File: src/logic/trellis_io_defs.svh
`ifndef TRELLIS_IO_DEFS_SVH
`define TRELLIS_IO_DEFS_SVH

// ****************************************************************************
// version and widths
// ****************************************************************************

`define VER_NUMBER    16'h0032    // read-only version register value

`define ADDR_W        12          // host byte address
`define HOST_DW       16          // host data bus
`define DEMOD_DW      32          // demod register read word
`define ADC_W         14          // adc pins
`define SAMPLE_W      18          // signed demod sample to the dacs
`define DAC_W         14          // offset-binary dac word

// length of the stretched system reset, in ck933 cycles
`define RESET_CYCLES  6

// ****************************************************************************
// address map
// ****************************************************************************

// space prefixes, compared against addr[11:8]
`define MISC_BASE     4'h0
`define DEMOD_BASE    4'h1

// misc register byte addresses
`define ADDR_RESET    12'h000     // write triggers soft reset
`define ADDR_VERSION  12'h002

`endif

File: src/logic/converter_pkg.sv
`include "trellis_io_defs.svh"

package converter_pkg;

  // captured adc word, straight from the pins
  typedef logic [`ADC_W-1:0] adc_sample_t;

  // two's complement sample from the demod
  typedef logic signed [`SAMPLE_W-1:0] dac_sample_t;

  // offset binary, msb inverted
  typedef logic [`DAC_W-1:0] dac_word_t;

endpackage

File: src/logic/host_bus_pkg.sv
`include "trellis_io_defs.svh"

package host_bus_pkg;

  // address space selected by addr[11:8]
  typedef enum logic [1:0] {
    SPACE_NONE,
    SPACE_MISC,
    SPACE_DEMOD
  } space_e;

  // register inside the misc space
  typedef enum logic [1:0] {
    MISC_RESET,
    MISC_VERSION,
    MISC_OTHER
  } misc_reg_e;

endpackage

File: src/logic/converter_io.sv
`include "trellis_io_defs.svh"

module converter_io (
  input  logic                      ck933,
  input  logic                      sys_rst_i,
  input  converter_pkg::adc_sample_t adc_d_i,
  input  converter_pkg::dac_sample_t dac0_sample_i,
  input  logic                      dac0_sync_i,
  input  converter_pkg::dac_sample_t dac1_sample_i,
  input  logic                      dac1_sync_i,
  input  converter_pkg::dac_sample_t dac2_sample_i,
  input  logic                      dac2_sync_i,
  output converter_pkg::adc_sample_t adc_sample_o,
  output converter_pkg::dac_word_t   dac0_d_o,
  output converter_pkg::dac_word_t   dac1_d_o,
  output converter_pkg::dac_word_t   dac2_d_o
);

  localparam int NUM_DAC = 3;
  localparam int LSB     = `SAMPLE_W - `DAC_W;  // bits dropped from each sample

  converter_pkg::dac_sample_t dac_sample [NUM_DAC];
  logic                       dac_sync   [NUM_DAC];

  // ****************************************************************************
  // adc capture
  // ****************************************************************************

  always_ff @(posedge ck933) begin
    adc_sample_o <= adc_d_i;  // meant to land in the io flops
  end

  // ****************************************************************************
  // dac channels
  // ****************************************************************************

  assign dac_sample[0] = dac0_sample_i;
  assign dac_sample[1] = dac1_sample_i;
  assign dac_sample[2] = dac2_sample_i;
  assign dac_sync[0]   = dac0_sync_i;
  assign dac_sync[1]   = dac1_sync_i;
  assign dac_sync[2]   = dac2_sync_i;

  for (genvar ch = 0; ch < NUM_DAC; ch++) begin : g_dac
    converter_pkg::dac_word_t word_q;

    // truncate, then flip the sign bit for offset binary
    always_ff @(posedge ck933) begin
      if (sys_rst_i) begin
        word_q <= '0;
      end else if (dac_sync[ch]) begin
        word_q <= {~dac_sample[ch][`SAMPLE_W-1], dac_sample[ch][`SAMPLE_W-2:LSB]};
      end
    end
  end

  assign dac0_d_o = g_dac[0].word_q;
  assign dac1_d_o = g_dac[1].word_q;
  assign dac2_d_o = g_dac[2].word_q;

endmodule

File: src/logic/host_decode.sv
`include "trellis_io_defs.svh"

module host_decode (
  input  logic                    ck933,
  input  logic                    rs,
  input  logic                    host_cs_n_i,
  input  logic                    host_we_n_i,
  input  logic [`ADDR_W-1:1]      host_addr_i,
  output host_bus_pkg::space_e    space_o,
  output host_bus_pkg::misc_reg_e misc_reg_o,
  output logic                    addr_hi_o,
  output logic                    soft_rs_o,
  output logic                    demod_en_o,
  output logic                    demod_wr_lo_o,
  output logic                    demod_wr_hi_o
);

  logic [`ADDR_W-1:0] byte_addr;
  logic               wr_now;     // write strobes both low this cycle
  logic               wr_q;
  logic               wr_qq;
  logic               wr_edge;
  logic               wr_demod_q;
  logic               wr_reset_q;
  logic               wr_hi_q;

  assign byte_addr = {host_addr_i, 1'b0};  // bit 0 is never driven
  assign addr_hi_o = byte_addr[1];

  // ****************************************************************************
  // address decode
  // ****************************************************************************

  always_comb begin
    case (byte_addr[`ADDR_W-1:`ADDR_W-4])
      `MISC_BASE:  space_o = host_bus_pkg::SPACE_MISC;
      `DEMOD_BASE: space_o = host_bus_pkg::SPACE_DEMOD;
      default:     space_o = host_bus_pkg::SPACE_NONE;
    endcase
  end

  // full address compare, so only meaningful inside the misc space
  always_comb begin
    case (byte_addr)
      `ADDR_RESET:   misc_reg_o = host_bus_pkg::MISC_RESET;
      `ADDR_VERSION: misc_reg_o = host_bus_pkg::MISC_VERSION;
      default:       misc_reg_o = host_bus_pkg::MISC_OTHER;
    endcase
  end

  // chip select qualified space for the external demod
  assign demod_en_o = ~host_cs_n_i && (space_o == host_bus_pkg::SPACE_DEMOD);

  // ****************************************************************************
  // write edge and strobes
  // ****************************************************************************

  assign wr_now  = ~host_cs_n_i & ~host_we_n_i;
  assign wr_edge = wr_q & ~wr_qq;  // first sampled cycle of a write

  always_ff @(posedge ck933 or posedge rs) begin
    if (rs) begin
      wr_q  <= 1'b0;
      wr_qq <= 1'b0;
    end else begin
      wr_q  <= wr_now;
      wr_qq <= wr_q;
    end
  end

  // target of the write, captured along with the strobe sample
  always_ff @(posedge ck933) begin
    wr_demod_q <= (space_o == host_bus_pkg::SPACE_DEMOD);
    wr_reset_q <= (space_o == host_bus_pkg::SPACE_MISC) &&
                  (misc_reg_o == host_bus_pkg::MISC_RESET);
    wr_hi_q    <= byte_addr[1];
  end

  // one-cycle pulses, a cycle after the edge is seen
  always_ff @(posedge ck933 or posedge rs) begin
    if (rs) begin
      soft_rs_o     <= 1'b0;
      demod_wr_lo_o <= 1'b0;
      demod_wr_hi_o <= 1'b0;
    end else begin
      soft_rs_o     <= wr_edge & wr_reset_q;
      demod_wr_lo_o <= wr_edge & wr_demod_q & ~wr_hi_q;
      demod_wr_hi_o <= wr_edge & wr_demod_q & wr_hi_q;
    end
  end

endmodule

File: src/logic/read_mux.sv
`include "trellis_io_defs.svh"

module read_mux (
  input  logic                    host_cs_n_i,
  input  logic                    host_rd_n_i,
  input  host_bus_pkg::space_e    space_i,
  input  host_bus_pkg::misc_reg_e misc_reg_i,
  input  logic                    addr_hi_i,
  input  logic [`DEMOD_DW-1:0]    demod_rdata_i,
  output logic [`HOST_DW-1:0]     host_rdata_o,
  output logic                    host_rdata_oe_o
);

  // ****************************************************************************
  // host read data
  // ****************************************************************************

  always_comb begin
    host_rdata_o = '0;  // unmapped reads give zero
    case (space_i)
      host_bus_pkg::SPACE_MISC: begin
        if (misc_reg_i == host_bus_pkg::MISC_VERSION) begin
          host_rdata_o = `VER_NUMBER;
        end
      end
      host_bus_pkg::SPACE_DEMOD: begin
        // 32-bit demod word read as two half-words
        if (addr_hi_i) begin
          host_rdata_o = demod_rdata_i[`DEMOD_DW-1:`HOST_DW];
        end else begin
          host_rdata_o = demod_rdata_i[`HOST_DW-1:0];
        end
      end
      default: begin
        host_rdata_o = '0;
      end
    endcase
  end

  // drives the board data buffers
  assign host_rdata_oe_o = ~host_cs_n_i & ~host_rd_n_i;

endmodule

File: src/logic/reset_stretch.sv
`include "trellis_io_defs.svh"

module reset_stretch (
  input  logic ck933,
  input  logic rs,
  input  logic soft_rs_i,
  output logic sys_rst_o
);

  localparam int CNT_W = $clog2(`RESET_CYCLES + 1);
  localparam logic [CNT_W-1:0] CNT_LOAD = CNT_W'(`RESET_CYCLES);

  logic [CNT_W-1:0] count;

  // loaded on hard reset and on a soft reset pulse, then runs down to zero
  always_ff @(posedge ck933 or posedge rs) begin
    if (rs) begin
      count <= CNT_LOAD;
    end else if (soft_rs_i) begin
      count <= CNT_LOAD;
    end else if (count != '0) begin
      count <= count - 1'b1;
    end
  end

  // also the dac reset pin
  assign sys_rst_o = rs | (count != '0);

endmodule

File: src/logic/trellis_io_top.sv
`include "trellis_io_defs.svh"

module trellis_io_top (
  input  logic                       ck933,
  input  logic                       rs,
  // host bus
  input  logic                       host_cs_n_i,
  input  logic                       host_we_n_i,
  input  logic                       host_rd_n_i,
  input  logic [`ADDR_W-1:1]         host_addr_i,
  input  logic [`HOST_DW-1:0]        host_wdata_i,
  output logic [`HOST_DW-1:0]        host_rdata_o,
  output logic                       host_rdata_oe_o,
  // external demod register space
  output logic                       demod_en_o,
  output logic                       demod_wr_lo_o,
  output logic                       demod_wr_hi_o,
  output logic [`HOST_DW-1:0]        demod_wdata_o,
  input  logic [`DEMOD_DW-1:0]       demod_rdata_i,
  // converters
  input  converter_pkg::adc_sample_t adc_d_i,
  output converter_pkg::adc_sample_t adc_sample_o,
  input  converter_pkg::dac_sample_t dac0_sample_i,
  input  logic                       dac0_sync_i,
  input  converter_pkg::dac_sample_t dac1_sample_i,
  input  logic                       dac1_sync_i,
  input  converter_pkg::dac_sample_t dac2_sample_i,
  input  logic                       dac2_sync_i,
  output converter_pkg::dac_word_t   dac0_d_o,
  output converter_pkg::dac_word_t   dac1_d_o,
  output converter_pkg::dac_word_t   dac2_d_o,
  output logic                       dac_rst_o
);

  host_bus_pkg::space_e    space;
  host_bus_pkg::misc_reg_e misc_reg;
  logic                    addr_hi;
  logic                    soft_rs;
  logic                    sys_rst;

  assign demod_wdata_o = host_wdata_i;  // demod sees the host write bus
  assign dac_rst_o     = sys_rst;

  host_decode u_host_decode (
    .ck933         (ck933),
    .rs            (rs),            // hard reset only
    .host_cs_n_i   (host_cs_n_i),
    .host_we_n_i   (host_we_n_i),
    .host_addr_i   (host_addr_i),
    .space_o       (space),
    .misc_reg_o    (misc_reg),
    .addr_hi_o     (addr_hi),
    .soft_rs_o     (soft_rs),
    .demod_en_o    (demod_en_o),
    .demod_wr_lo_o (demod_wr_lo_o),
    .demod_wr_hi_o (demod_wr_hi_o)
  );

  reset_stretch u_reset_stretch (
    .ck933     (ck933),
    .rs        (rs),
    .soft_rs_i (soft_rs),
    .sys_rst_o (sys_rst)
  );

  converter_io u_converter_io (
    .ck933         (ck933),
    .sys_rst_i     (sys_rst),
    .adc_d_i       (adc_d_i),
    .dac0_sample_i (dac0_sample_i),
    .dac0_sync_i   (dac0_sync_i),
    .dac1_sample_i (dac1_sample_i),
    .dac1_sync_i   (dac1_sync_i),
    .dac2_sample_i (dac2_sample_i),
    .dac2_sync_i   (dac2_sync_i),
    .adc_sample_o  (adc_sample_o),
    .dac0_d_o      (dac0_d_o),
    .dac1_d_o      (dac1_d_o),
    .dac2_d_o      (dac2_d_o)
  );

  read_mux u_read_mux (
    .host_cs_n_i     (host_cs_n_i),
    .host_rd_n_i     (host_rd_n_i),
    .space_i         (space),
    .misc_reg_i      (misc_reg),
    .addr_hi_i       (addr_hi),
    .demod_rdata_i   (demod_rdata_i),
    .host_rdata_o    (host_rdata_o),
    .host_rdata_oe_o (host_rdata_oe_o)
  );

endmodule

File: config.mk
export PLATFORM = sky130hd
export DESIGN_NAME = trellis_io_top
export DESIGN_NICKNAME = d
export VERILOG_FILES = /design/src/logic/converter_pkg.sv /design/src/logic/host_bus_pkg.sv /design/src/logic/converter_io.sv /design/src/logic/host_decode.sv /design/src/logic/read_mux.sv /design/src/logic/reset_stretch.sv /design/src/logic/trellis_io_top.sv
export VERILOG_INCLUDE_DIRS = /design/src /design/src/logic
export SDC_FILE = /design/constraint.sdc
export NUM_CORES = 1
export LEC_CHECK = 0
export BUFFER_PORTS_ARGS = -buffer_cell sky130_fd_sc_hd__buf_2
export CORE_AREA = 2 2 87 89
export DETAILED_ROUTE_END_ITERATION = 12
export DIE_AREA = 0 0 89 91
export PLACE_DENSITY_LB_ADDON = 0.25
export SLEW_MARGIN = 15
export SYNTH_ARGS = -nofsm -noshare
export SYNTH_HDL_FRONTEND = slang
export SYNTH_SLANG_ARGS = --single-unit
File: constraint.sdc
create_clock -name ck933 -period 5.4 [get_ports ck933]
set_input_delay 1.08 -clock ck933 [delete_from_list [all_inputs] [get_ports ck933]]
set_output_delay 1.08 -clock ck933 [all_outputs]
set_load 0.03 [all_outputs]
Word level (Yosys, flattened, before mapping)
Index checks and enable logic that the tools add are counted.
{"block": "op_classes", "n_addsub": 1, "eq_ne": 5, "n_mux": 7, "bitwise": 16, "n_reduce_logical": 7}
{"operator": "$pmux 16 s2", "count": 1}
{"operator": "$mux 16", "count": 1}
{"operator": "$logic_not 12->1", "count": 1}
{"operator": "$eq 11x1->1 const B", "count": 1}
{"operator": "$not 1->1", "count": 8}
{"operator": "$pmux 2 s2", "count": 2}
{"operator": "$and 1x1->1", "count": 7}
{"operator": "$mux 3", "count": 2}
{"operator": "$mux 6", "count": 1}
{"operator": "$eq 2x1->1 const B", "count": 2}
{"operator": "$eq 4x1->1 const B", "count": 1}
{"operator": "$logic_not 4->1", "count": 1}
{"operator": "$reduce_bool 3->1", "count": 1}
{"operator": "$sub 3x1->3 const B", "count": 1}
{"operator": "$eq 2x2->1 const B", "count": 1}
{"operator": "$logic_and 1x1->1", "count": 2}
{"operator": "$logic_not 2->1", "count": 1}
{"operator": "$reduce_bool 2->1", "count": 1}
{"operator": "$or 1x1->1", "count": 1}
{"block": "word_totals", "register_bits": 67, "inputBits": 135, "word_cells": 49}

Depth between registers and ports, before layout
Gate-level depths: netlist of the first run.
{"block": "logic_depth", "ltp_word": 5, "ltp_mapped": 7}

Modules after synthesis
A second synthesis of the first run with hierarchy kept.
{"block": "unflattened", "cells_unflattened": 254, "area_unflattened_um2": 2800.2}
{"module": "converter_io", "n_inst": 1, "cells_per_inst": 151, "area_per_inst_um2": 1828.0, "seq_area_each_um2": 1121.1}
{"module": "read_mux", "n_inst": 1, "cells_per_inst": 44, "area_per_inst_um2": 335.3, "seq_area_each_um2": 0.0}
{"module": "host_decode", "n_inst": 1, "cells_per_inst": 24, "area_per_inst_um2": 321.6, "seq_area_each_um2": 185.2}
{"module": "reset_stretch", "n_inst": 1, "cells_per_inst": 19, "area_per_inst_um2": 195.2, "seq_area_each_um2": 77.6}
{"module": "trellis_io_top", "n_inst": 1, "cells_per_inst": 16, "area_per_inst_um2": 120.1, "seq_area_each_um2": 0.0}

Worst setup path after synthesis of the first run
OpenSTA, ideal clock, no wires.
{"block": "synth_timing", "path_type": "input to output", "from": "input host_addr_i[9] (netlist bit)", "to": "output host_rdata_o[5]", "arrival_time_ns": 2.601, "path_slack_ns": 1.719, "cell_stages": 5, "path_cell_list": "nor3_2 nand2b_1 ha_1 nand2b_1 o21ai_0"}
{"block": "synth_via", "elab_chain_cells": 5, "elab_cells_between_ends": 11}
{"item": "start, declared", "line_no": "trellis_io_top.sv:10", "text": "input logic [`ADDR_W-1:1] host_addr_i,"}
{"item": "$eq 11x1->1 / $logic_not 12->1 (equally long branches)", "line_no": "host_decode.sv:44", "text": "case (byte_addr)"}
{"item": "$pmux 2 s2", "line_no": "host_decode.sv:44"}
{"item": "$eq 2x1->1", "line_no": "read_mux.sv:22", "text": "if (misc_reg_i == host_bus_pkg::MISC_VERSION) begin"}
{"item": "$mux 6", "line_no": "read_mux.sv:22"}
{"item": "$pmux 16 s2 *", "line_no": "read_mux.sv:20", "text": "case (space_i)"}
{"item": "end, declared", "line_no": "trellis_io_top.sv:12", "text": "output logic [`HOST_DW-1:0] host_rdata_o,"}
Mark *: on every way between the ends. The rest lies on a longest branch, timed or not.

Worst setup path after layout of the first run
Ends and elaborated chain as after synthesis.

==> tab_implementation.tex, run 1 <==
\begin{tabular}{lr}
\hline
Metric & Value \\
\hline
\multicolumn{2}{l}{\textbf{Flow run}} \\
\quad Maximum Capacitance Violations & 0 \\
\multicolumn{2}{l}{\textbf{Final layout}} \\
\quad Highest-count cells in the layout ignoring fill and taps & sky130\_fd\_sc\_hd\_\_buf\_2 (183), sky130\_fd\_sc\_hd\_\_dfxtp\_1 (59), sky130\_fd\_sc\_hd\_\_nor2\_1 (57), sky130\_fd\_sc\_hd\_\_mux2i\_1 (56), sky130\_fd\_sc\_hd\_\_clkbuf\_8 (10) \\
\quad Area added between synthesis and finish & 38.1\% \\
\quad Final net count & between 500 and 600 \\
\quad Diode count & 0 \\
\quad Most common cell after layout, fill and taps aside & sky130\_fd\_sc\_hd\_\_buf\_2 \\
\quad Share of post-route cells with drive strength above 1 & 49.5\% \\
\multicolumn{2}{l}{\textbf{GRT}} \\
\quad Global-route wire length before repair & $\sim$9.4 mm \\
\quad Aggregate global routing overflow & 0 \\
\quad Vias in the first global route & $\sim$2000 \\
\quad GRT Overall Usage & approximately 15\% \\
\quad Maximum number of pins on one net before global-route repair & 44 \\
\quad Initial antenna violation count & 0 \\
\multicolumn{2}{l}{\textbf{Critical path}} \\
\quad Critical path's largest stage delay & about 0.36 ns \\
\quad Max Fanout on Critical Path & 13 \\
\quad Worst reg-to-reg path cell count & 5 \\
\quad Kind of start point of the critical path & primary input \\
\quad Category of the most critical setup path & primary input to output port \\
\quad Kind of cell adding the most delay to the critical path & simple AND/OR/NAND/NOR gates \\
\quad Total number of cells along the worst setup path & 7 \\
\quad Crit path buf inv count & 2 \\
\quad Critical path arrival & $\sim$2.7 ns \\
\quad Slowest stage cell on the critical path & sky130\_fd\_sc\_hd\_\_nand2b\_1 \\
\quad Data required time at the worst endpoint & 4.32 ns \\
\quad Startpoint of the lowest-slack register-to-register path & u\_reset\_stretch.count[0]\$\_DFFE\_PP0P\_ \\
\quad Capturing element type of the critical path & output port \\
\quad CP Cell Sequence & buf\_2, nor3\_2, nand2b\_1, ha\_1, nand2b\_1, o21ai\_0, buf\_2 \\
\quad Crit. Startpoint & host\_addr\_i[9] \\
\multicolumn{2}{l}{\textbf{Logic synthesis}} \\
\quad Seq/Total Area, Yosys & $\sim$51\% \\
\quad Post-synthesis sequential element count & 67 \\
\quad Post-Syn Instances & $\sim$250 \\
\quad Combined area of all synthesized cells & $\sim$2700 um\^{}2 \\
\quad Top post-synthesis cells by area & sky130\_fd\_sc\_hd\_\_dfxtp\_1 (44\%), sky130\_fd\_sc\_hd\_\_mux2i\_1 (21\%), sky130\_fd\_sc\_hd\_\_nor2\_1 (7.9\%) \\
\quad Ys Warns & 0 \\
\quad Synthesized area per cell & $\sim$11 um\^{}2 \\
\quad Synth top area share & around 44\% \\
\quad Post-synthesis cell type count & 29 \\
\quad Post-synthesis net count & 388 \\
\quad Dominant cell type by area after synthesis & sky130\_fd\_sc\_hd\_\_dfxtp\_1 \\
\multicolumn{2}{l}{\textbf{Min path}} \\
\quad Class of the worst hold path & register to register \\
\quad Hold Path Stages & 0 \\
\quad Min-Delay Startpoint & u\_host\_decode.wr\_q\$\_DFF\_PP0\_ \\
\multicolumn{2}{l}{\textbf{Detailed routing}} \\
\quad TritonRoute pass-1 iters & 4 \\
\quad Total Wirelength & 6.34 mm \\
\quad Post-DRT Antenna Nets & 0 \\
\quad Vias & roughly 2300 \\
\quad Average routed wire per standard cell & 12.3 um \\
\quad Drt first-iter violations & between 40 and 50 \\
\quad Number of remaining DRC errors & 0 \\
\quad Detailed-route vias per instance & around 4.4 \\
\multicolumn{2}{l}{\textbf{STA}} \\
\quad Final clock period utilization by the worst path & around 71\% \\
\quad Final setup vio count & 0 \\
\quad Slew Limit Headroom & about two thirds \\
\quad Final setup TNS & 0 ns \\
\quad Clock Skews & approximately 0.0090 ns \\
\quad FMAX & 261 MHz \\
\quad Min Tclk post-route & $\sim$3.8 ns \\
\quad Worst Max-Slew Pin Slew & 0.474 ns \\
\quad Pins Over Slew Limit & 0 \\
\quad Setup repair after global routing missed its margin & no \\
\quad Count of endpoints failing hold in the final timing report & 0 \\
\multicolumn{2}{l}{\textbf{Clock tree}} \\
\quad Buffers inserted during post-CTS setup optimization & 0 \\
\quad Clock tree from TritonCTS & built \\
\quad Post-cts resize count & 0 \\
\quad Worst-path clk slew & 0.07 ns \\
\quad Root Buffer Master & sky130\_fd\_sc\_hd\_\_clkbuf\_8 \\
\quad Post-cts hold buffer count & 0 \\
\quad Sinks on the clock net & 67 \\
\quad Insertion delay to the later sink of the worst-skew pair & roughly 0.33 ns \\
\quad Clock H-tree levels & 3 \\
\quad Cts bufs inserted & 9 \\
\quad Buffer depth of the longest clock path & 2 \\
\multicolumn{2}{l}{\textbf{Run status}} \\
\quad Result of the run & finished, final reports clean \\
\multicolumn{2}{l}{\textbf{Pwr}} \\
\quad Worst VDD drop & 0.140 mV \\
\quad PD cells & around 350 nW/um\^{}2 \\
\quad Leak & between 0.002 and 0.0025 uW \\
\quad Total power consumption of the routed design & about 1300 uW \\
\multicolumn{2}{l}{\textbf{Floorplan}} \\
\quad Area of the core & between 7000 and 8000 um\^{}2 \\
\quad Die X & around 89 um \\
\quad Cell row count & 31 \\
\quad Starting density of the core & 38.0\% \\
\quad Height of the chip & around 91 um \\
\quad IO Pins & approximately 230 \\
\quad Full die area & between 8000 and 9000 um\^{}2 \\
\multicolumn{2}{l}{\textbf{Placement}} \\
\quad Sum of net half-perimeters after detailed placement & 4.98 mm \\
\quad RePlAce Congestion & 0.773 \\
\quad Count of buffers from port buffering & about 180 \\
\hline
\end{tabular}
## metrics by stage
| step | utilization, % | instances | setup slack [ns] | hold WS, ns | area [um^2] |
|---|---|---|---|---|---|
| finish | 52.5 | 517 | 1.58 | 0.423 | 3750 |
| global route | 52.5 | 517 | 1.47 | 0.447 | 3750 |
| CTS | 52.5 | 517 | 1.54 | 0.424 | 3750 |
| detailed placement | 49.1 | 501 | 1.55 | 0.410 | 3500 |
| global placement | 49.1 | 501 | 1.56 | 0.396 | 3500 |
| floorplan | - | 248 | 1.72 | 0.372 | 2710 |
## registers in the layout, indices dropped and copies added, names as in the netlist, 3 cells and up
register / count
u_converter_io.dac0_d_o: 14
u_converter_io.adc_sample_o: 14
u_converter_io.dac1_d_o: 14
u_converter_io.dac2_d_o: 14
u_reset_stretch.count: 3
## synth_stat cells
master and number:
sky130_fd_sc_hd__dfxtp_1 59, sky130_fd_sc_hd__nor2_1 57, sky130_fd_sc_hd__mux2i_1 56, sky130_fd_sc_hd__buf_4 19
sky130_fd_sc_hd__buf_6 9, sky130_fd_sc_hd__dfrtp_1 6, sky130_fd_sc_hd__ha_1 5, sky130_fd_sc_hd__inv_1 5
sky130_fd_sc_hd__a211oi_1 3, sky130_fd_sc_hd__nand2b_1 3, sky130_fd_sc_hd__nor2b_1 3, sky130_fd_sc_hd__o21ai_0 3
sky130_fd_sc_hd__dfstp_2 2, sky130_fd_sc_hd__nand2_1 2, sky130_fd_sc_hd__nor3_1 2, sky130_fd_sc_hd__a21oi_1 1
sky130_fd_sc_hd__and3b_1 1, sky130_fd_sc_hd__and4b_1 1, sky130_fd_sc_hd__buf_2 1, sky130_fd_sc_hd__clkinv_2 1
sky130_fd_sc_hd__nand2_4 1, sky130_fd_sc_hd__nand4_2 1, sky130_fd_sc_hd__nor2b_4 1, sky130_fd_sc_hd__nor3_2 1
sky130_fd_sc_hd__nor4b_4 1, sky130_fd_sc_hd__nor4bb_1 1, sky130_fd_sc_hd__o31ai_1 1, sky130_fd_sc_hd__or2_1 1
sky130_fd_sc_hd__xnor2_1 1
## logic make-up after synthesis
kind of cell | synth area share, %
adder cells (fa/ha/maj) | 2.31
flip-flops | 51.0
multiplexers | 20.7
AND/OR/NAND/NOR | 13.8
XOR/XNOR | 0.323
AO/OA/AOI/OAI | 1.84
buffers and inverters | 10.1
## worst reg2reg max path: cells and delay by family, from the launching register on
family	cells	cell delay (ns)
compound gates	1	0.32
buf+inv	1	0.10
flops	1	0.36
simple gates	2	0.49
fa+ha+maj	1	0.19
## report_power, final
group	internal [uW]	total, uW	switching [uW]	leakage (uW)
registers	543	561	18.3	0.000583
logic	106	272	165	0.00135
clock network	302	494	192	0.000121
total	951	1330	376	0.00205
## path summary, 6_finish.rpt
check,end,slack [ns]
max in group asynchronous,u_reset_stretch.count[1]$_DFFE_PP1P_,4.37
worst min register to register,u_host_decode.wr_qq$_DFF_PP0_,0.42
worst max-delay path,host_rdata_o[5],1.58
min in group asynchronous,u_host_decode.wr_q$_DFF_PP0_,0.71
worst max register to register,u_converter_io.dac2_d_o[13]$_SDFFE_PP0P_,3.86
worst min-delay path,u_host_decode.wr_qq$_DFF_PP0_,0.42
## per-layer routing
metal / up-vias / share of wire, % / wire (um) / GRT usage [%]
li1: 1131 / - / - / -
met1: 992 / 38 / 2380 / 16.1
met2: 130 / 50 / 3200 / 26.1
met3: 8 / 10 / 646 / 5.36
met4: 0 / 1.8 / 115 / 7.84
met5: - / 0 / 0 / 0
## area by class of cell
| type | count | area (um^2) |
|---|---|---|
| Clock buffer | 11 | 163 |
| Clock inverter | 5 | 81.3 |
| Fill cell | 719 | 3390 |
| Inverter | 6 | 23.8 |
| Multi-Input combinational cell | 146 | 1060 |
| Sequential cell | 67 | 1380 |
| Tap cell | 99 | 124 |
| Timing Repair Buffer | 183 | 916 |
(Power assumes the default switching activity.)
==> inputs of run 2 (changes only) <==
- ABC_AREA: not set -> 1
- CORE_AREA: 2 2 87 89 -> not set
- CORE_UTILIZATION: not set -> 35
- DIE_AREA: 0 0 89 91 -> not set
- clock period: 5.4 -> 3.1 ns (I/O delays scaled with it)
==> tab_implementation.tex, run 2 <==
\begin{tabular}{lr}
\hline
Metric & Value \\
\hline
\multicolumn{2}{l}{\textbf{Run status}} \\
\quad Result of the run & finished, final reports clean (unchanged) \\
\multicolumn{2}{l}{\textbf{Critical path}} \\
\quad Crit path buf inv count & 3 (was 2) \\
\quad R2R Path End & u\_converter\_io.dac2\_d\_o[4]\$\_SDFFE\_PP0P\_ (was u\_converter\_io.dac2\_d\_o[13]\$\_SDFFE\_PP0P\_) \\
\quad CP Cell Sequence & buf\_2, nor2\_1, nand2\_1, nor2\_1, inv\_1, ha\_1, or2\_1, nor3\_1, buf\_2 (was buf\_2, nor3\_2, nand2b\_1, ha\_1, nand2b\_1, o21ai\_0, buf\_2) \\
\quad Critical path arrival & 2.32 ns (was 2.74 ns) \\
\quad Slowest stage cell on the critical path & sky130\_fd\_sc\_hd\_\_or2\_1 (was sky130\_fd\_sc\_hd\_\_nand2b\_1) \\
\quad Data required time at the worst endpoint & 2.48 ns (was 4.32 ns) \\
\quad Startpoint of the lowest-slack register-to-register path & u\_reset\_stretch.count[1]\$\_DFFE\_PP1P\_ (was u\_reset\_stretch.count[0]\$\_DFFE\_PP0P\_) \\
\quad Kind of start point of the critical path & primary input (unchanged) \\
\quad Critical Path End & host\_rdata\_o[12] (was host\_rdata\_o[5]) \\
\quad Total number of cells along the worst setup path & 9 (was 7) \\
\quad Critical path's largest stage delay & 0.39 ns (was 0.36 ns) \\
\quad Category of the most critical setup path & primary input to output port (unchanged) \\
\quad Reg-to-reg setup timing slack & 1.31 ns (was 3.86 ns) \\
\quad Worst reg-to-reg path cell count & 9 (was 5) \\
\quad Max Fanout on Critical Path & 12 (was 13) \\
\quad Capturing element type of the critical path & output port (unchanged) \\
\quad Kind of cell adding the most delay to the critical path & simple AND/OR/NAND/NOR gates (unchanged) \\
\quad Crit. Startpoint & host\_addr\_i[9] (unchanged) \\
\multicolumn{2}{l}{\textbf{Floorplan}} \\
\quad Die X & 91.2 um (was 89 um) \\
\quad IO Pins & 228 (unchanged) \\
\quad Cell row count & 32 (was 31) \\
\quad Full die area & 8320 um\^{}2 (was 8100 um\^{}2) \\
\quad Starting density of the core & 36.0\% (was 38.0\%) \\
\quad Height of the chip & 91.2 um (was 91 um) \\
\quad Area of the core & 7730 um\^{}2 (was 7140 um\^{}2) \\
\multicolumn{2}{l}{\textbf{Clock tree}} \\
\quad Root Buffer Master & sky130\_fd\_sc\_hd\_\_clkbuf\_8 (unchanged) \\
\quad Worst-path clk slew & 0.07 ns (about the same) \\
\quad Post-cts hold buffer count & 0 (unchanged) \\
\quad Cts bufs inserted & 9 (unchanged) \\
\quad Buffers inserted during post-CTS setup optimization & 0 (unchanged) \\
\quad Buffer depth of the longest clock path & 2 (unchanged) \\
\quad Post-cts resize count & 0 (unchanged) \\
\quad Sinks on the clock net & 67 (unchanged) \\
\quad Clock tree from TritonCTS & built (unchanged) \\
\quad Insertion delay to the later sink of the worst-skew pair & 0.33 ns (about the same) \\
\quad Clock H-tree levels & 3 (unchanged) \\
\multicolumn{2}{l}{\textbf{Logic synthesis}} \\
\quad Ys Warns & 0 (unchanged) \\
\quad Synth top area share & 42.4\% (was 43.5\%) \\
\quad List of most frequent post-synthesis cells & sky130\_fd\_sc\_hd\_\_nand2\_1 (95), sky130\_fd\_sc\_hd\_\_dfxtp\_1 (59), sky130\_fd\_sc\_hd\_\_a21oi\_2 (39) (was sky130\_fd\_sc\_hd\_\_dfxtp\_1 (59), sky130\_fd\_sc\_hd\_\_nor2\_1 (57), sky130\_fd\_sc\_hd\_\_mux2i\_1 (56)) \\
\quad Library cell with the highest instance count after synthesis & sky130\_fd\_sc\_hd\_\_nand2\_1 (was sky130\_fd\_sc\_hd\_\_dfxtp\_1) \\
\quad Synthesized area per cell & 8.39 um\^{}2 (was 10.9 um\^{}2) \\
\quad Asr flop ratio synth & 11.9\% (unchanged) \\
\quad Primary FF master, synth & sky130\_fd\_sc\_hd\_\_dfxtp\_1 (unchanged) \\
\quad Top post-synthesis cells by area & sky130\_fd\_sc\_hd\_\_dfxtp\_1 (42\%), sky130\_fd\_sc\_hd\_\_nand2\_1 (13\%), sky130\_fd\_sc\_hd\_\_a21oi\_2 (12\%) (was sky130\_fd\_sc\_hd\_\_dfxtp\_1 (44\%), sky130\_fd\_sc\_hd\_\_mux2i\_1 (21\%), sky130\_fd\_sc\_hd\_\_nor2\_1 (7.9\%)) \\
\quad Combined area of all synthesized cells & 2790 um\^{}2 (was 2710 um\^{}2) \\
\quad Post-synthesis sequential element count & 67 (unchanged) \\
\quad Count of flip-flops with a built-in enable after synthesis & 0 (unchanged) \\
\quad Post-synthesis cell type count & 24 (was 29) \\
\quad Seq/Total Area, Yosys & 49.7\% (was 51.0\%) \\
\quad Dominant cell type by area after synthesis & sky130\_fd\_sc\_hd\_\_dfxtp\_1 (unchanged) \\
\quad Post-Syn Instances & 332 (was 248) \\
\quad Post-synthesis net count & 472 (was 388) \\
\multicolumn{2}{l}{\textbf{Pwr}} \\
\quad PD cells & 590 nW/um\^{}2 (was 354 nW/um\^{}2) \\
\quad Int Pwr & 1580 uW (was 951 uW) \\
\quad Net switching power & 700 uW (was 376 uW) \\
\quad Worst VDD drop & 0.253 mV (was 0.140 mV) \\
\quad Net switching fraction of the power & 30.7\% (was 28.3\%) \\
\quad Leak & 0.00194 uW (was 0.00205 uW) \\
\quad Proportion of power drawn by flip-flops and latches & 43.1\% (was 42.3\%) \\
\quad Combinational share of power & 21.7\% (was 20.5\%) \\
\quad Clk network pwr share & 35.2\% (was 37.2\%) \\
\multicolumn{2}{l}{\textbf{STA}} \\
\quad Clock Skews & 0.00733 ns (was 0.00902 ns) \\
\quad Final clock period utilization by the worst path & 94.8\% \\
\quad Pins Over Slew Limit & 0 (unchanged) \\
\quad Final setup margin & 0.160 ns (was 1.58 ns) \\
\quad Count of endpoints failing hold in the final timing report & 0 (unchanged) \\
\quad Setup repair after global routing missed its margin & no (unchanged) \\
\quad Slew Limit Headroom & 56.7\% (was 68.4\%) \\
\quad Final setup vio count & 0 (unchanged) \\
\quad Final setup TNS & 0 ns (unchanged) \\
\quad FMAX & around 340 MHz \\
\quad Min Tclk post-route & slightly below 3 ns \\
\quad Worst Max-Slew Pin Slew & 0.650 ns (was 0.474 ns) \\
\multicolumn{2}{l}{\textbf{Detailed routing}} \\
\quad Average routed wire per standard cell & 11.6 um (was 12.3 um) \\
\quad Drt first-iter violations & 67 (was 43) \\
\quad Vias & 2693 (was 2261) \\
\quad Number of remaining DRC errors & 0 (unchanged) \\
\quad TritonRoute pass-1 iters & 6 (was 4) \\
\quad Total Wirelength & 6.98 mm (was 6.34 mm) \\
\quad Post-DRT Antenna Nets & 0 (unchanged) \\
\quad Detailed-route vias per instance & 4.46 (was 4.37) \\
\multicolumn{2}{l}{\textbf{Placement}} \\
\quad Sum of net half-perimeters after detailed placement & 5.31 mm (was 4.98 mm) \\
\quad Count of buffers from port buffering & 183 (unchanged) \\
\quad RePlAce Congestion & 0.740 (was 0.773) \\
\quad Worst slack at placement & 0.157 ns (was 1.55 ns) \\
\multicolumn{2}{l}{\textbf{GRT}} \\
\quad Maximum number of pins on one net before global-route repair & 40 (was 44) \\
\quad Aggregate global routing overflow & 0 (unchanged) \\
\quad GRT Overall Usage & 17.0\% (was 15.2\%) \\
\quad Global-route wire length before repair & 11.2 mm (was 9.38 mm) \\
\quad Initial antenna violation count & 0 (unchanged) \\
\quad Vias in the first global route & 2477 (was 1993) \\
\multicolumn{2}{l}{\textbf{Final layout}} \\
\quad Final net count & 637 (was 553) \\
\quad Most common cell after layout, fill and taps aside & sky130\_fd\_sc\_hd\_\_buf\_2 (unchanged) \\
\quad Highest-count cells in the layout ignoring fill and taps & sky130\_fd\_sc\_hd\_\_buf\_2 (183), sky130\_fd\_sc\_hd\_\_nand2\_1 (95), sky130\_fd\_sc\_hd\_\_dfxtp\_1 (59), sky130\_fd\_sc\_hd\_\_a21oi\_2 (39), sky130\_fd\_sc\_hd\_\_nor2\_1 (38) (was sky130\_fd\_sc\_hd\_\_buf\_2 (183), sky130\_fd\_sc\_hd\_\_dfxtp\_1 (59), sky130\_fd\_sc\_hd\_\_nor2\_1 (57), sky130\_fd\_sc\_hd\_\_mux2i\_1 (56), sky130\_fd\_sc\_hd\_\_clkbuf\_8 (10)) \\
\quad Diode count & 0 (unchanged) \\
\quad Share of post-route cells with drive strength above 1 & 49.6\% (was 49.5\%) \\
\quad Area added between synthesis and finish & 38.5\% (was 38.1\%) \\
\multicolumn{2}{l}{\textbf{Min path}} \\
\quad Class of the worst hold path & primary input to asynchronous set/reset pin (was register to register) \\
\multicolumn{2}{l}{\textbf{Flow run}} \\
\quad Maximum Capacitance Violations & 0 (unchanged) \\
\hline
\end{tabular}
run 2: changes by cell type after synthesis, sizes merged, moves of 6 or more:
cell | before | now
a21oi | 1 | 44
clkbuf | 0 | 6
mux2i | 56 | 0
nor2 | 57 | 40
nor3 | 3 | 12
nand2 | 3 | 95
inv | 5 | 24
run 2: worst min-delay path by stage:
| stage | from | cells after the start | slack, ns | to |
|---|---|---|---|---|
| floorplan | u_host_decode.wr_q$_DFF_PP0_ | 0 | 0.37 | u_host_decode.wr_qq$_DFF_PP0_ |
| global placement | u_host_decode.wr_q$_DFF_PP0_ | 0 | 0.38 | u_host_decode.wr_qq$_DFF_PP0_ |
| detailed placement | u_host_decode.wr_q$_DFF_PP0_ | 0 | 0.38 | u_host_decode.wr_qq$_DFF_PP0_ |
| CTS | rs | 2 | 0.24 | u_reset_stretch.count[0]$_DFFE_PP0P_ |
| global route | rs | 2 | 0.27 | u_reset_stretch.count[0]$_DFFE_PP0P_ |
| finish | rs | 2 | 0.26 | u_host_decode.soft_rs_o$_DFF_PP0_ |
run 2: kinds of logic (layout without fill, tap and decap cells):
group           Yosys count  in the layout  synth area share (%)
buf+inv                  54            224                  10.8
compound gates           54             54                  15.2
xor+xnor                  1              1                 0.315
fa+ha+maj                 5              5                  2.25
flops                    67             67                  49.7
simple gates            151            151                  21.7
run 2: routing by layer:
metal  GRT usage [%]  vias up  part of all wire, %
li1                -     1354                    -
met1            17.7     1188                   40
met2            30.6      138                   49
met3            6.37       13                  8.9
met4            7.01        0                  2.0
met5               0        -                    0
run 2: per-stage QoR:
step | area (um^2) | utilization, % | total power, uW | hold WS (ns) | cells
CTS | 3860 | 49.9 | 2310 | 0.245 | 604
global route | 3860 | 49.9 | 2410 | 0.268 | 604
detailed placement | 3630 | 46.9 | 1500 | 0.382 | 588
global placement | 3630 | 46.9 | 1490 | 0.380 | 588
finish | 3860 | 49.9 | 2280 | 0.256 | 604
floorplan | 2790 | - | 1390 | 0.367 | 332
run 2: power groups by stage:
stage | Sequential, uW | Combinational [uW] | Clock [uW]
detailed placement | 1000 | 498 | 0
CTS | 981 | 502 | 832
finish | 981 | 494 | 802
global placement | 997 | 491 | 0
floorplan | 1100 | 294 | 0
global route | 989 | 545 | 872
run 2: cell type report:
cell class                      instances  area [um^2]
Multi-Input combinational cell        211         1100
Sequential cell                        67         1380
Timing Repair Buffer                  184          923
Fill cell                             777         3870
Tap cell                              102          128
Clock inverter                          4         53.8
Clock buffer                           12          176
Inverter                               24         90.1
==> inputs of run 3 (changes only) <==
- CORE_ASPECT_RATIO: not set -> 0.75
==> tab_implementation.tex, run 3 (synthesis results as in run 2) <==
\begin{tabular}{lr}
\hline
Metric & Value \\
\hline
\multicolumn{2}{l}{\textbf{Final layout}} \\
\quad Area added between synthesis and finish & 38.7\% (was 38.5\%) \\
\quad Register Area & 1380 um\^{}2 (unchanged) \\
\quad Post-layout utilization of the core & 51.3\% (was 49.9\%) \\
\quad Most common cell after layout, fill and taps aside & sky130\_fd\_sc\_hd\_\_buf\_2 (unchanged) \\
\quad Share of post-route cells with drive strength above 1 & 49.6\% (unchanged) \\
\quad Design area & 3860 um\^{}2 (about the same) \\
\quad Number of standard cells in the final layout excluding fillers & 603 (was 604) \\
\quad Multi-input gate area & 1100 um\^{}2 (about the same) \\
\quad Final net count & 637 (unchanged) \\
\quad Highest-count cells in the layout ignoring fill and taps & sky130\_fd\_sc\_hd\_\_buf\_2 (183), sky130\_fd\_sc\_hd\_\_nand2\_1 (95), sky130\_fd\_sc\_hd\_\_dfxtp\_1 (59), sky130\_fd\_sc\_hd\_\_a21oi\_2 (39), sky130\_fd\_sc\_hd\_\_nor2\_1 (38) (unchanged) \\
\quad Filler cell count & 737 (was 777) \\
\quad Diode count & 0 (unchanged) \\
\multicolumn{2}{l}{\textbf{STA}} \\
\quad Min Tclk post-route & 2.81 ns (was 2.94 ns) \\
\quad Final setup vio count & 0 (unchanged) \\
\quad Worst Max-Slew Pin Slew & 0.630 ns (was 0.650 ns) \\
\quad Pins Over Slew Limit & 0 (unchanged) \\
\quad Final setup TNS & 0 ns (unchanged) \\
\quad Count of endpoints failing hold in the final timing report & 0 (unchanged) \\
\quad Slew Limit Headroom & 58.0\% (was 56.7\%) \\
\quad Worst hold slack after final layout & 0.255 ns (was 0.256 ns) \\
\quad Clock Skews & 0.00740 ns (was 0.00733 ns) \\
\quad Final clock period utilization by the worst path & 90.6\% (was 94.8\%) \\
\quad Setup repair after global routing missed its margin & no (unchanged) \\
\quad FMAX & 356 MHz (was 340 MHz) \\
\multicolumn{2}{l}{\textbf{Clock tree}} \\
\quad Sinks on the clock net & 67 (unchanged) \\
\quad Root Buffer Master & sky130\_fd\_sc\_hd\_\_clkbuf\_8 (unchanged) \\
\quad Buffers inserted during post-CTS setup optimization & 0 (unchanged) \\
\quad Clock tree from TritonCTS & built (unchanged) \\
\quad Worst-path clk slew & 0.07 ns (about the same) \\
\quad Insertion delay to the later sink of the worst-skew pair & 0.34 ns (was 0.33 ns) \\
\quad Post-cts resize count & 0 (unchanged) \\
\quad Buffer depth of the longest clock path & 2 (unchanged) \\
\quad Post-cts hold buffer count & 0 (unchanged) \\
\quad Cts bufs inserted & 9 (unchanged) \\
\quad Clock H-tree levels & 3 (unchanged) \\
\multicolumn{2}{l}{\textbf{Detailed routing}} \\
\quad Post-DRT Antenna Nets & 0 (unchanged) \\
\quad Vias & 2658 (was 2693) \\
\quad Detailed-route vias per instance & 4.41 (was 4.46) \\
\quad Number of remaining DRC errors & 0 (unchanged) \\
\quad Drt first-iter violations & 147 (was 67) \\
\quad Average routed wire per standard cell & 11.9 um (was 11.6 um) \\
\quad TritonRoute pass-1 iters & 4 (was 6) \\
\quad Total Wirelength & 7.15 mm (was 6.98 mm) \\
\multicolumn{2}{l}{\textbf{Critical path}} \\
\quad CP Cell Sequence & buf\_2, nor2\_1, nand2\_1, nor2\_1, inv\_1, ha\_1, or2\_4, nor3\_1, buf\_2 (was buf\_2, nor2\_1, nand2\_1, nor2\_1, inv\_1, ha\_1, or2\_1, nor3\_1, buf\_2) \\
\quad Max Fanout on Critical Path & 12 (unchanged) \\
\quad Capturing element type of the critical path & output port (unchanged) \\
\quad Kind of cell adding the most delay to the critical path & simple AND/OR/NAND/NOR gates (unchanged) \\
\quad Kind of start point of the critical path & primary input (unchanged) \\
\quad Critical path's largest stage delay & 0.34 ns (was 0.39 ns) \\
\quad Slowest stage cell on the critical path & sky130\_fd\_sc\_hd\_\_ha\_1 (was sky130\_fd\_sc\_hd\_\_or2\_1) \\
\quad Critical path arrival & 2.19 ns (was 2.32 ns) \\
\quad Data required time at the worst endpoint & 2.48 ns (about the same) \\
\quad Category of the most critical setup path & primary input to output port (unchanged) \\
\quad Crit path buf inv count & 3 (unchanged) \\
\multicolumn{2}{l}{\textbf{GRT}} \\
\quad Vias in the first global route & 2512 (was 2477) \\
\quad GRT Overall Usage & 17.8\% (was 17.0\%) \\
\quad Aggregate global routing overflow & 0 (unchanged) \\
\quad Initial antenna violation count & 0 (unchanged) \\
\quad Global-route wire length before repair & 11.5 mm (was 11.2 mm) \\
\quad Maximum number of pins on one net before global-route repair & 40 (unchanged) \\
\multicolumn{2}{l}{\textbf{Floorplan}} \\
\quad Cell row count & 27 (was 32) \\
\quad Area of the core & 7530 um\^{}2 (was 7730 um\^{}2) \\
\quad IO Pins & 228 (unchanged) \\
\quad Starting density of the core & 37.0\% (was 36.0\%) \\
\quad Full die area & 8320 um\^{}2 (about the same) \\
\quad Die X & 105 um (was 91.2 um) \\
\quad Height of the chip & 79.3 um (was 91.2 um) \\
\multicolumn{2}{l}{\textbf{Placement}} \\
\quad Placed cell count & 587 (was 588) \\
\quad Sum of net half-perimeters after detailed placement & 5.46 mm (was 5.31 mm) \\
\quad RePlAce Congestion & 0.839 (was 0.740) \\
\quad Post-DP Area & 3620 um\^{}2 (was 3630 um\^{}2) \\
\quad Count of buffers from port buffering & 183 (unchanged) \\
\multicolumn{2}{l}{\textbf{Run status}} \\
\quad Result of the run & finished, final reports clean (unchanged) \\
\multicolumn{2}{l}{\textbf{Min path}} \\
\quad Class of the worst hold path & primary input to asynchronous set/reset pin (unchanged) \\
\multicolumn{2}{l}{\textbf{Pwr}} \\
\quad Leak & 0.00195 uW (was 0.00194 uW) \\
\quad PD cells & 598 nW/um\^{}2 (was 590 nW/um\^{}2) \\
\quad Worst VDD drop & 0.243 mV (was 0.253 mV) \\
\multicolumn{2}{l}{\textbf{Flow run}} \\
\quad Maximum Capacitance Violations & 0 (unchanged) \\
\hline
\end{tabular}
==> run 3: cell types whose count changed in the layout (fill, tap and decap cells not counted) <==
cell and change:
sky130_fd_sc_hd__clkinv_2 +1, sky130_fd_sc_hd__clkinvlp_4 -2, sky130_fd_sc_hd__bufinv_16 +1, sky130_fd_sc_hd__or2_4 +1, sky130_fd_sc_hd__clkbuf_8 -2, sky130_fd_sc_hd__clkinv_4 +1
sky130_fd_sc_hd__clkbuf_1 +1, sky130_fd_sc_hd__or2_1 -1
==> run 3: power by group <==
group          switching, uW  internal [uW]  leakage [uW]
Combinational            329            165       0.00125
Sequential              36.4            945      0.000582
Clock                    330            505      0.000119
Total                    695           1610       0.00195
==> run 3: worst paths after layout <==
check | slack (ns) | to | start | cells after the start
max | 0.29 | host_rdata_o[13] | host_addr_i[9] | 9
min | 0.25 | u_host_decode.demod_wr_hi_o$_DFF_PP0_ | rs | 2
max reg2reg | 1.31 | u_converter_io.dac2_d_o[8]$_SDFFE_PP0P_ | u_reset_stretch.count[1]$_DFFE_PP1P_ | 9
min reg2reg | 0.40 | u_host_decode.wr_qq$_DFF_PP0_ | u_host_decode.wr_q$_DFF_PP0_ | 0
max in group asynchronous | 2.56 | u_reset_stretch.count[2]$_DFFE_PP1P_ | rs | 2
min in group ck933 | 0.38 | u_converter_io.adc_sample_o[0]$_DFF_P_ | adc_d_i[0] | 1
==> run 3: layout make-up <==
type                       instances  share of cell area (%)
multi-input combinational        211                    28.6
tap                              101                    3.27
inverter                          24                    2.33
clock inverter                     5                    2.14
clock buffer                      11                    3.95
timing repair buffer             184                    23.9
sequential                        67                    35.8
==> run 3: routing by layer <==
metal  wire length [um]  vias up  GRT usage, %
met4                 91        0          5.77
met2               3450      126          30.4
met5                  0        -             0
met1               2990     1164          20.4
li1                   -     1358             -
met3                619       10          7.39
==> run 3: stage by stage <==
stage                     total power, uW  worst slack, ns
after global routing                 2440            0.101
after global placement               1490            0.203
after floorplan                      1390           0.0989
after CTS                            2350            0.165
after detailed placement             1500            0.166
final                                2310            0.290
